`src/hdl/tuner_pkg.sv`:
```
package tuner_pkg;

    //////////////////////////////
    // Note and mode encodings
    //////////////////////////////

    localparam int NOTE_COUNT = 12;

    // Ascending semitones, wraps after note_b
    typedef enum logic [3:0] {
        note_c,
        note_db,
        note_d,
        note_eb,
        note_e,
        note_f,
        note_gb,
        note_g,
        note_ab,
        note_a,
        note_bb,
        note_b
    } note_t;

    typedef enum logic [1:0] {
        mode_custom,
        mode_guitar,
        mode_bass,
        mode_uke
    } mode_t;

    //////////////////////////////
    // Pitch
    //////////////////////////////

    // slowClk cycles per half tone period
    typedef logic [19:0] half_period_t;

    // Counts at 100 MHz, a/bb/b sit below c
    localparam half_period_t HALF_PERIOD [NOTE_COUNT] = '{
        20'd95556,   // c
        20'd90192,   // db
        20'd85131,   // d
        20'd80353,   // eb
        20'd75843,   // e
        20'd71586,   // f
        20'd67568,   // gb
        20'd63776,   // g
        20'd60196,   // ab
        20'd113636,  // a
        20'd107259,  // bb
        20'd101239   // b
    };

endpackage

```
`src/hdl/display_pkg.sv`:
```
package display_pkg;

    // Active low, decimal point in bit 7
    typedef logic [7:0] segments_t;
    typedef logic [7:0] anodes_t;
    typedef logic [2:0] scan_slot_t;

    localparam int SCAN_SLOTS = 8;

    //////////////////////////////
    // Glyphs
    //////////////////////////////

    localparam segments_t GLYPH_A = 8'b10001000;
    localparam segments_t GLYPH_B = 8'b10000011;  // Lower case b
    localparam segments_t GLYPH_C = 8'b11000110;
    localparam segments_t GLYPH_D = 8'b10100001;  // Lower case d
    localparam segments_t GLYPH_E = 8'b10000110;
    localparam segments_t GLYPH_F = 8'b10001110;
    localparam segments_t GLYPH_G = 8'b10000010;
    localparam segments_t GLYPH_U = 8'b11000001;

    localparam segments_t BLANK = 8'b11111111;
    localparam segments_t DASH  = 8'b10111111;
    localparam segments_t QMARK = 8'b10111001;

    // Digit enable per scan slot
    localparam anodes_t SLOT_ANODES [SCAN_SLOTS] = '{
        8'b11111101,  // Note letter
        8'b11111110,  // Flat mark
        8'b01111111,  // Mode letter
        8'b10111111,
        8'b11011111,
        8'b11101111,
        8'b11111111,  // Idle
        8'b11111111
    };

endpackage

```
`src/hdl/tuner_select.sv`:
```
`timescale 1ns/1ps

module tuner_select
    import tuner_pkg::*;
(
    input  logic  slowClk,
    input  logic  reset,
    input  logic  up,
    input  logic  down,
    input  logic  right,
    input  logic  left,
    output note_t note,
    output mode_t mode
);

    logic [3:0] btn_sync;
    logic [3:0] btn_prev;
    logic       rise_up;
    logic       rise_down;
    logic       rise_right;
    logic       rise_left;
    note_t      note_next;
    mode_t      mode_next;

    //////////////////////////////
    // String tables
    //////////////////////////////

    function automatic logic on_string(mode_t m, note_t n);
        logic hit;
        case (m)
            mode_guitar: hit = (n inside {note_e, note_a, note_d, note_g, note_b});
            mode_bass:   hit = (n inside {note_e, note_a, note_d, note_g});
            mode_uke:    hit = (n inside {note_g, note_c, note_e, note_a});
            default:     hit = 1'b1;
        endcase
        return hit;
    endfunction

    function automatic note_t first_string(mode_t m);
        return (m == mode_uke) ? note_g : note_e;
    endfunction

    // Next open string, fwd for right and back for left
    function automatic note_t step_string(mode_t m, note_t n, logic fwd);
        note_t nxt;
        case (m)
            mode_guitar:
                case (n)
                    note_e:  nxt = fwd ? note_a : note_b;
                    note_a:  nxt = fwd ? note_d : note_e;
                    note_d:  nxt = fwd ? note_g : note_a;
                    note_g:  nxt = fwd ? note_b : note_d;
                    note_b:  nxt = fwd ? note_e : note_g;
                    default: nxt = note_e;
                endcase
            mode_bass:
                case (n)
                    note_e:  nxt = fwd ? note_a : note_g;
                    note_a:  nxt = fwd ? note_d : note_e;
                    note_d:  nxt = fwd ? note_g : note_a;
                    note_g:  nxt = fwd ? note_e : note_d;
                    default: nxt = note_e;
                endcase
            mode_uke:
                case (n)
                    note_g:  nxt = fwd ? note_c : note_a;
                    note_c:  nxt = fwd ? note_e : note_g;
                    note_e:  nxt = fwd ? note_a : note_c;
                    note_a:  nxt = fwd ? note_g : note_e;
                    default: nxt = note_g;
                endcase
            default: nxt = n;
        endcase
        return nxt;
    endfunction

    //////////////////////////////
    // Button edges
    //////////////////////////////

    always_ff @(posedge slowClk or posedge reset)
    begin
        if (reset)
        begin
            btn_sync <= '0;
            btn_prev <= '0;
        end
        else
        begin
            btn_sync <= {up, down, right, left};
            btn_prev <= btn_sync;
        end
    end

    assign {rise_up, rise_down, rise_right, rise_left} = btn_sync & ~btn_prev;

    //////////////////////////////
    // Mode and note FSMs
    //////////////////////////////

    always_comb
    begin
        mode_next = mode;
        if (rise_down)
            mode_next = mode_t'(mode + 2'd1);  // custom, guitar, bass, uke
        else if (rise_up)
            mode_next = mode_t'(mode - 2'd1);
    end

    always_comb
    begin
        note_next = note;
        if (mode == mode_custom)
        begin
            if (rise_left)
                note_next = (note == note_c) ? note_b : note_t'(note - 4'd1);
            else if (rise_right)
                note_next = (note == note_b) ? note_c : note_t'(note + 4'd1);
        end
        else if (!on_string(mode, note))
            note_next = first_string(mode);  // Snap, press or not
        else if (rise_right)
            note_next = step_string(mode, note, 1'b1);
        else if (rise_left)
            note_next = step_string(mode, note, 1'b0);
    end

    always_ff @(posedge slowClk or posedge reset)
    begin
        if (reset)
        begin
            mode <= mode_custom;
            note <= note_c;
        end
        else
        begin
            mode <= mode_next;
            note <= note_next;
        end
    end

    // Settles onto a string within a cycle when idle
    assert property (@(posedge slowClk) disable iff (reset)
        (mode != mode_custom && !(rise_up || rise_down || rise_right || rise_left))
        |=> on_string(mode, note));

endmodule

```
`src/hdl/tone_gen.sv`:
```
`timescale 1ns/1ps

module tone_gen
    import tuner_pkg::*;
#(
    parameter int PITCH_SHIFT = 0
)
(
    input  logic  slowClk,
    input  logic  reset,
    input  logic  play,
    input  note_t note,
    output logic  audio
);

    half_period_t half;
    half_period_t count;
    note_t        note_q;

    assign half = HALF_PERIOD[note] >> PITCH_SHIFT;

    //////////////////////////////
    // Square wave
    //////////////////////////////

    always_ff @(posedge slowClk or posedge reset)
    begin
        if (reset)
        begin
            count  <= '0;
            audio  <= 1'b1;
            note_q <= note_c;
        end
        else
        begin
            note_q <= note;
            if (!play)
            begin
                count <= '0;
                audio <= 1'b1;  // Idle level
            end
            else if (note != note_q)
                count <= '0;    // New pitch, start a fresh half period
            else if (count >= half - 20'd1)
            begin
                count <= '0;
                audio <= ~audio;
            end
            else
                count <= count + 20'd1;
        end
    end

    assert property (@(posedge slowClk) disable iff (reset)
        !$past(play) |-> audio);

endmodule

```
`src/hdl/seg_scan.sv`:
```
`timescale 1ns/1ps

module seg_scan
    import tuner_pkg::*;
    import display_pkg::*;
#(
    parameter int SCAN_DIV = 12500
)
(
    input  logic      slowClk,
    input  logic      reset,
    input  note_t     note,
    input  mode_t     mode,
    output segments_t seg,
    output anodes_t   an
);

    localparam int DIV_W = (SCAN_DIV > 1) ? $clog2(SCAN_DIV) : 1;

    logic [DIV_W-1:0] div_cnt;
    scan_slot_t       slot;
    segments_t        letter_seg;
    segments_t        flat_seg;
    segments_t        mode_seg;

    //////////////////////////////
    // Scan timing
    //////////////////////////////

    always_ff @(posedge slowClk or posedge reset)
    begin
        if (reset)
        begin
            div_cnt <= '0;
            slot    <= '0;
        end
        else if (div_cnt == DIV_W'(SCAN_DIV - 1))
        begin
            div_cnt <= '0;
            slot    <= slot + 3'd1;  // Wraps after 7
        end
        else
            div_cnt <= div_cnt + 1'b1;
    end

    //////////////////////////////
    // Glyphs
    //////////////////////////////

    always_comb
    begin
        case (note)
            note_c:          letter_seg = GLYPH_C;
            note_db, note_d: letter_seg = GLYPH_D;
            note_eb, note_e: letter_seg = GLYPH_E;
            note_f:          letter_seg = GLYPH_F;
            note_gb, note_g: letter_seg = GLYPH_G;
            note_ab, note_a: letter_seg = GLYPH_A;
            note_bb, note_b: letter_seg = GLYPH_B;
            default:         letter_seg = BLANK;
        endcase
    end

    // Flat mark shares the b pattern
    assign flat_seg = (note inside {note_db, note_eb, note_gb, note_ab, note_bb}) ?
                      GLYPH_B : BLANK;

    always_comb
    begin
        case (mode)
            mode_custom: mode_seg = GLYPH_C;
            mode_guitar: mode_seg = GLYPH_G;
            mode_bass:   mode_seg = GLYPH_B;
            default:     mode_seg = GLYPH_U;
        endcase
    end

    assign an = SLOT_ANODES[slot];

    always_comb
    begin
        case (slot)
            3'd0:    seg = letter_seg;
            3'd1:    seg = flat_seg;
            3'd2:    seg = mode_seg;
            3'd3,
            3'd4:    seg = DASH;
            3'd5:    seg = QMARK;
            default: seg = BLANK;  // Dark slots
        endcase
    end

    assert property (@(posedge slowClk) disable iff (reset)
        $countones(~an) <= 1);

endmodule

```
`src/hdl/string_tuner.sv`:
```
`timescale 1ns/1ps

module string_tuner
    import tuner_pkg::*;
    import display_pkg::*;
#(
    parameter int PITCH_SHIFT = 0,
    parameter int SCAN_DIV    = 12500
)
(
    input  logic      slowClk,
    input  logic      reset,
    input  logic      up,
    input  logic      down,
    input  logic      right,
    input  logic      left,
    input  logic      play,
    output logic      audio,
    output logic      audio_en,
    output segments_t seg,
    output anodes_t   an
);

    note_t note;
    mode_t mode;

    tuner_select u_tuner_select (
        .slowClk (slowClk),
        .reset   (reset),
        .up      (up),
        .down    (down),
        .right   (right),
        .left    (left),
        .note    (note),
        .mode    (mode)
    );

    tone_gen #(
        .PITCH_SHIFT (PITCH_SHIFT)
    ) u_tone_gen (
        .slowClk (slowClk),
        .reset   (reset),
        .play    (play),
        .note    (note),
        .audio   (audio)
    );

    assign audio_en = 1'b1;  // Amplifier always on

    seg_scan #(
        .SCAN_DIV (SCAN_DIV)
    ) u_seg_scan (
        .slowClk (slowClk),
        .reset   (reset),
        .note    (note),
        .mode    (mode),
        .seg     (seg),
        .an      (an)
    );

endmodule

```
`config.mk`:
```
export PLATFORM = sky130hd
export DESIGN_NAME = string_tuner
export DESIGN_NICKNAME = d
export VERILOG_FILES = /design/src/hdl/tuner_pkg.sv /design/src/hdl/display_pkg.sv /design/src/hdl/tuner_select.sv /design/src/hdl/tone_gen.sv /design/src/hdl/seg_scan.sv /design/src/hdl/string_tuner.sv
export SDC_FILE = /design/constraint.sdc
export NUM_CORES = 1
export LEC_CHECK = 0
export BUFFER_PORTS_ARGS = -buffer_cell sky130_fd_sc_hd__buf_2
export CORE_MARGIN = 4
export CORE_UTILIZATION = 25
export DETAILED_ROUTE_END_ITERATION = 7
export SYNTH_ARGS = -nofsm -noshare
export SYNTH_HDL_FRONTEND = slang
export SYNTH_SLANG_ARGS = --single-unit
export TNS_END_PERCENT = 5
```
`constraint.sdc`:
```
create_clock -name slowClk -period 5.7 [get_ports slowClk]
set_input_delay 0.855 -clock slowClk [delete_from_list [all_inputs] [get_ports slowClk]]
set_output_delay 0.855 -clock slowClk [all_outputs]
set_load 0.02 [all_outputs]
```
==> metrics.md <==
| Metric | Value |
|---|---|
| TritonCTS Buffers | `5` |
| Worst VDD drop | `around 0.00022 V` |
| Commonest cells post-synth | `dfrtp_1, ha_1, nand2_1` |
| Cell mode on critical path | `ha_1` |
| # rows | `49` |
| # Max-Cap Violations | `0` |
| Cell leakage power | `2.12 nW` |
| Req. time, crit path | `about 6000 ps` |
| Synth Area per Inst | `about 8.7 um2` |
| Vias in the first global route | `3663` |
| Via count | `roughly 3800` |
| #FFs+latches synth | `56` |
| Hold Path Stages | `0` |
| Initial antenna violation count | `0` |
| Global route overflow | `0` |
| Clk slew on worst S/H paths | `about 80 ps` |
| Fillers | `roughly 1900` |
| CP Max Fanout | `17` |
| Largest net degree at the start of global routing | `57` |
| Initial Util | `25.4%` |
| Worst path depth | `15` |
| Worst hold path class | `reg -> reg` |
| Number of enable flip-flop cells after synthesis | `0` |
| CTS tree | `built` |
| Status | `finished clean` |
| Reg2Reg Launch Point | `u_tuner_select.note[1]` |
| RSZ-0062 raised after global routing | `false` |
| Pre-CTS setup slack | `~1100 ps` |
| CP max-delay cell | `dfrtp_1` |
| Max Clk Rate | `approximately 0.21 GHz` |
| Sequential share of the synthesized area | `30.9%` |
| Most frequent cell after synthesis | `dfrtp_1` |
| Slew Limit Fails | `0` |
| Core Region | `17900 um2` |
| H-tree lvl count | `2` |
| Worst Setup End Kind | `flop` |
| DRC Markers | `0` |
| Least-Margin Pin Slew | `about 850 ps` |
| Post-DP HPWL | `approximately 7700 um` |
| Final worst path period need | `4690 ps` |
| Nets | `between 500 and 600` |
| Ys flop type | `dfrtp_1` |
| Post-CTS Hold Buffers | `0` |
| Hold_sp | `u_tuner_select.btn_sync[2]` |
| Die width | `between 100 and 150 um` |
| Mapped Cells | `520` |
| Die footprint | `between 20000 and 25000 um2` |
| Cell variety after synth | `75` |
| Initial DRT Pass Iterations | `5` |
| GRT Util Overall | `a little over a tenth` |
| Crit path largest cell delay | `around 700 ps` |
| Final setup vio count | `0` |
| Asr flop ratio synth | `100%` |
| # IOs | `25` |
| Max clock buf depth | `2` |
| Reg2Reg Depth | `15` |
| Gp weighted congestion | `between 0.8 and 0.9` |
| Final setup TNS | `0 ps` |
| Vias per cell | `a little over 5` |
| Mapped Area | `roughly 4500 um2` |
| DRT iter0 DRCs | `between 200 and 250` |
| Post-DR wirelength/cell | `about 14 um` |
| Tcrit/Tclk final | `82.3%` |
| Worst-Skew Late Latency | `about 300 ps` |
| First-pass GRT wire length | `~18000 um` |
| Antenna-violating nets left | `0` |
| Clock root buffer | `clkbuf_16` |
| Post-synth top area share | `30.3%` |
| PwrDens | `448 nW/um2` |
| Die Y | `roughly 140 um` |
| CP arrival | `4870 ps` |
| Yosys warnings | `0` |
| Worst setup SP type | `flop` |
| Buf/Inv on CP | `1` |
| Leading area contributor after synthesis | `dfrtp_1` |
| Crit-path leading delay family | `compound AO/OA/AOI/OAI gates` |
| Share of layout cells above drive strength 1 | `a little under a tenth` |
| Drt total wl | `about 11000 um` |
| Post_cts resized | `0` |
| Crit-path cells | `ha_1 > nand2b_1 > o21ai_0 > o21ai_0 > ha_1 > and3_1 > a211o_1 > o221ai_1 > ha_1 > and3_1 > a221o_1 > a22oi_2 > a21oi_1 > buf_4 > nor4b_1` |
| Final Hold Vio Count | `0` |
| Post-route setup slack | `~1000 ps` |
| Most area-consuming cells after synthesis | `dfrtp_1, ha_1, xnor2_1, xor2_1, nand2_1` |
| Flop2flop setup slack | `1010 ps` |
| Clk sink count | `56` |
| Area grow syn2layout | `10.5%` |
| Post-Route Skew | `between 9 and 10 ps` |
| CP Launch Point | `u_tuner_select.note[1]` |
| Max-slew headroom | `43.2%` |
| # diodes | `0` |
| CP Class | `reg -> reg` |
| Postcts setup bufs | `0` |
| Port Buffers | `20` |
-- power by group --
part	switching [mW]	leakage, nW	internal (mW)
clock network	0.149	0.0911	0.252
logic	0.812	1.31	0.525
registers	0.0695	0.724	0.441
total	1.03	2.12	1.22
-- cell families after synthesis --
| kind of cell | share of synthesized area (%) |
|---|---|
| simple gates | 25.8 |
| xor+xnor | 8.48 |
| fa+ha+maj | 11.8 |
| other cells | 0.0825 |
| mux | 1.40 |
| buf+inv | 5.28 |
| compound gates | 16.2 |
| flops | 30.9 |
-- worst register-to-register path, stage by stage (launching register included) --
cell and delay, ps:
dfrtp_1 700, ha_1 580, nand2b_1 240, o21ai_0 120, o21ai_0 100, ha_1 280
and3_1 210, a211o_1 300, o221ai_1 90, ha_1 290, and3_1 190, a221o_1 360
a22oi_2 230, a21oi_1 290, buf_4 280, nor4b_1 300
-- placed cells by master, fill, tap and decap left out, types with 4 or more instances in the layout --
master,instances
a211oi_1,6
a21o_1,5
a21oi_1,25
a31oi_1,6
and2_1,4
and3_1,9
and4_1,5
buf_2,20
buf_4,7
clkbuf_16,5
conb_1,7
dfrtp_1,55
ha_1,43
inv_1,16
nand2_1,40
nand2b_1,14
nand3_1,26
nand4_1,10
nor2_1,38
nor2b_1,9
nor3_1,19
nor3b_1,4
nor4_1,4
nor4b_1,9
o21ai_0,26
xnor2_1,23
xor2_1,21
-- metal layers --
layer	routed length (um)	vias to the layer above	GRT usage [%]	share of wire, %
met1	5200	1839	15.4	48
met5	0	-	0	0
met4	135	0	2.95	1.3
met3	436	11	1.47	4.0
met2	5000	99	17.5	46
li1	-	1877	-	-
-- sequential cells by signal, summed over array words and instances, names as in the netlist --
signal / count
u_tone_gen.count: 20
u_seg_scan.div_cnt: 14
u_tone_gen.note_q: 4
u_tuner_select.btn_prev: 4
u_tuner_select.btn_sync: 4
u_tuner_select.note: 4
u_seg_scan.slot: 3
u_tuner_select.mode: 2
u_tone_gen.audio: 1
-- per-stage QoR --
| stage | util [%] | cells | hold slack [ps] | total power, mW | cell area [um2] |
|---|---|---|---|---|---|
| 2_1_floorplan | - | 526 | 347 | 1.55 | 4570 |
| 3_3_place_gp | 27.0 | 749 | 357 | 1.85 | 4830 |
| 3_5_place_dp | 27.0 | 749 | 358 | 1.84 | 4830 |
| 4_1_cts | 28.1 | 757 | 376 | 2.26 | 5020 |
| 5_1_grt | 28.1 | 757 | 390 | 2.45 | 5020 |
| 6_report | 28.1 | 757 | 372 | 2.25 | 5020 |
-- final timing paths --
kind | end
max | u_tone_gen.count[3]
min | u_tuner_select.btn_prev[2]
max reg2reg | u_tone_gen.count[3]
min reg2reg | u_tuner_select.btn_prev[2]
max in group asynchronous | u_tone_gen.count[12]
min in group asynchronous | u_tone_gen.count[7]
-- layout make-up --
cell class                 count  area [um2]  share of cell area [%]
multi-input combinational    419        2930                    58.2
timing repair buffer          27         153                    3.04
clock inverter                 2        60.1                    1.20
inverter                      18        67.6                    1.34
tap                          229         287                    5.70
sequential                    56        1400                    27.9
clock buffer                   6         129                    2.57
Note: power is estimated with default switching activity, not from simulation.
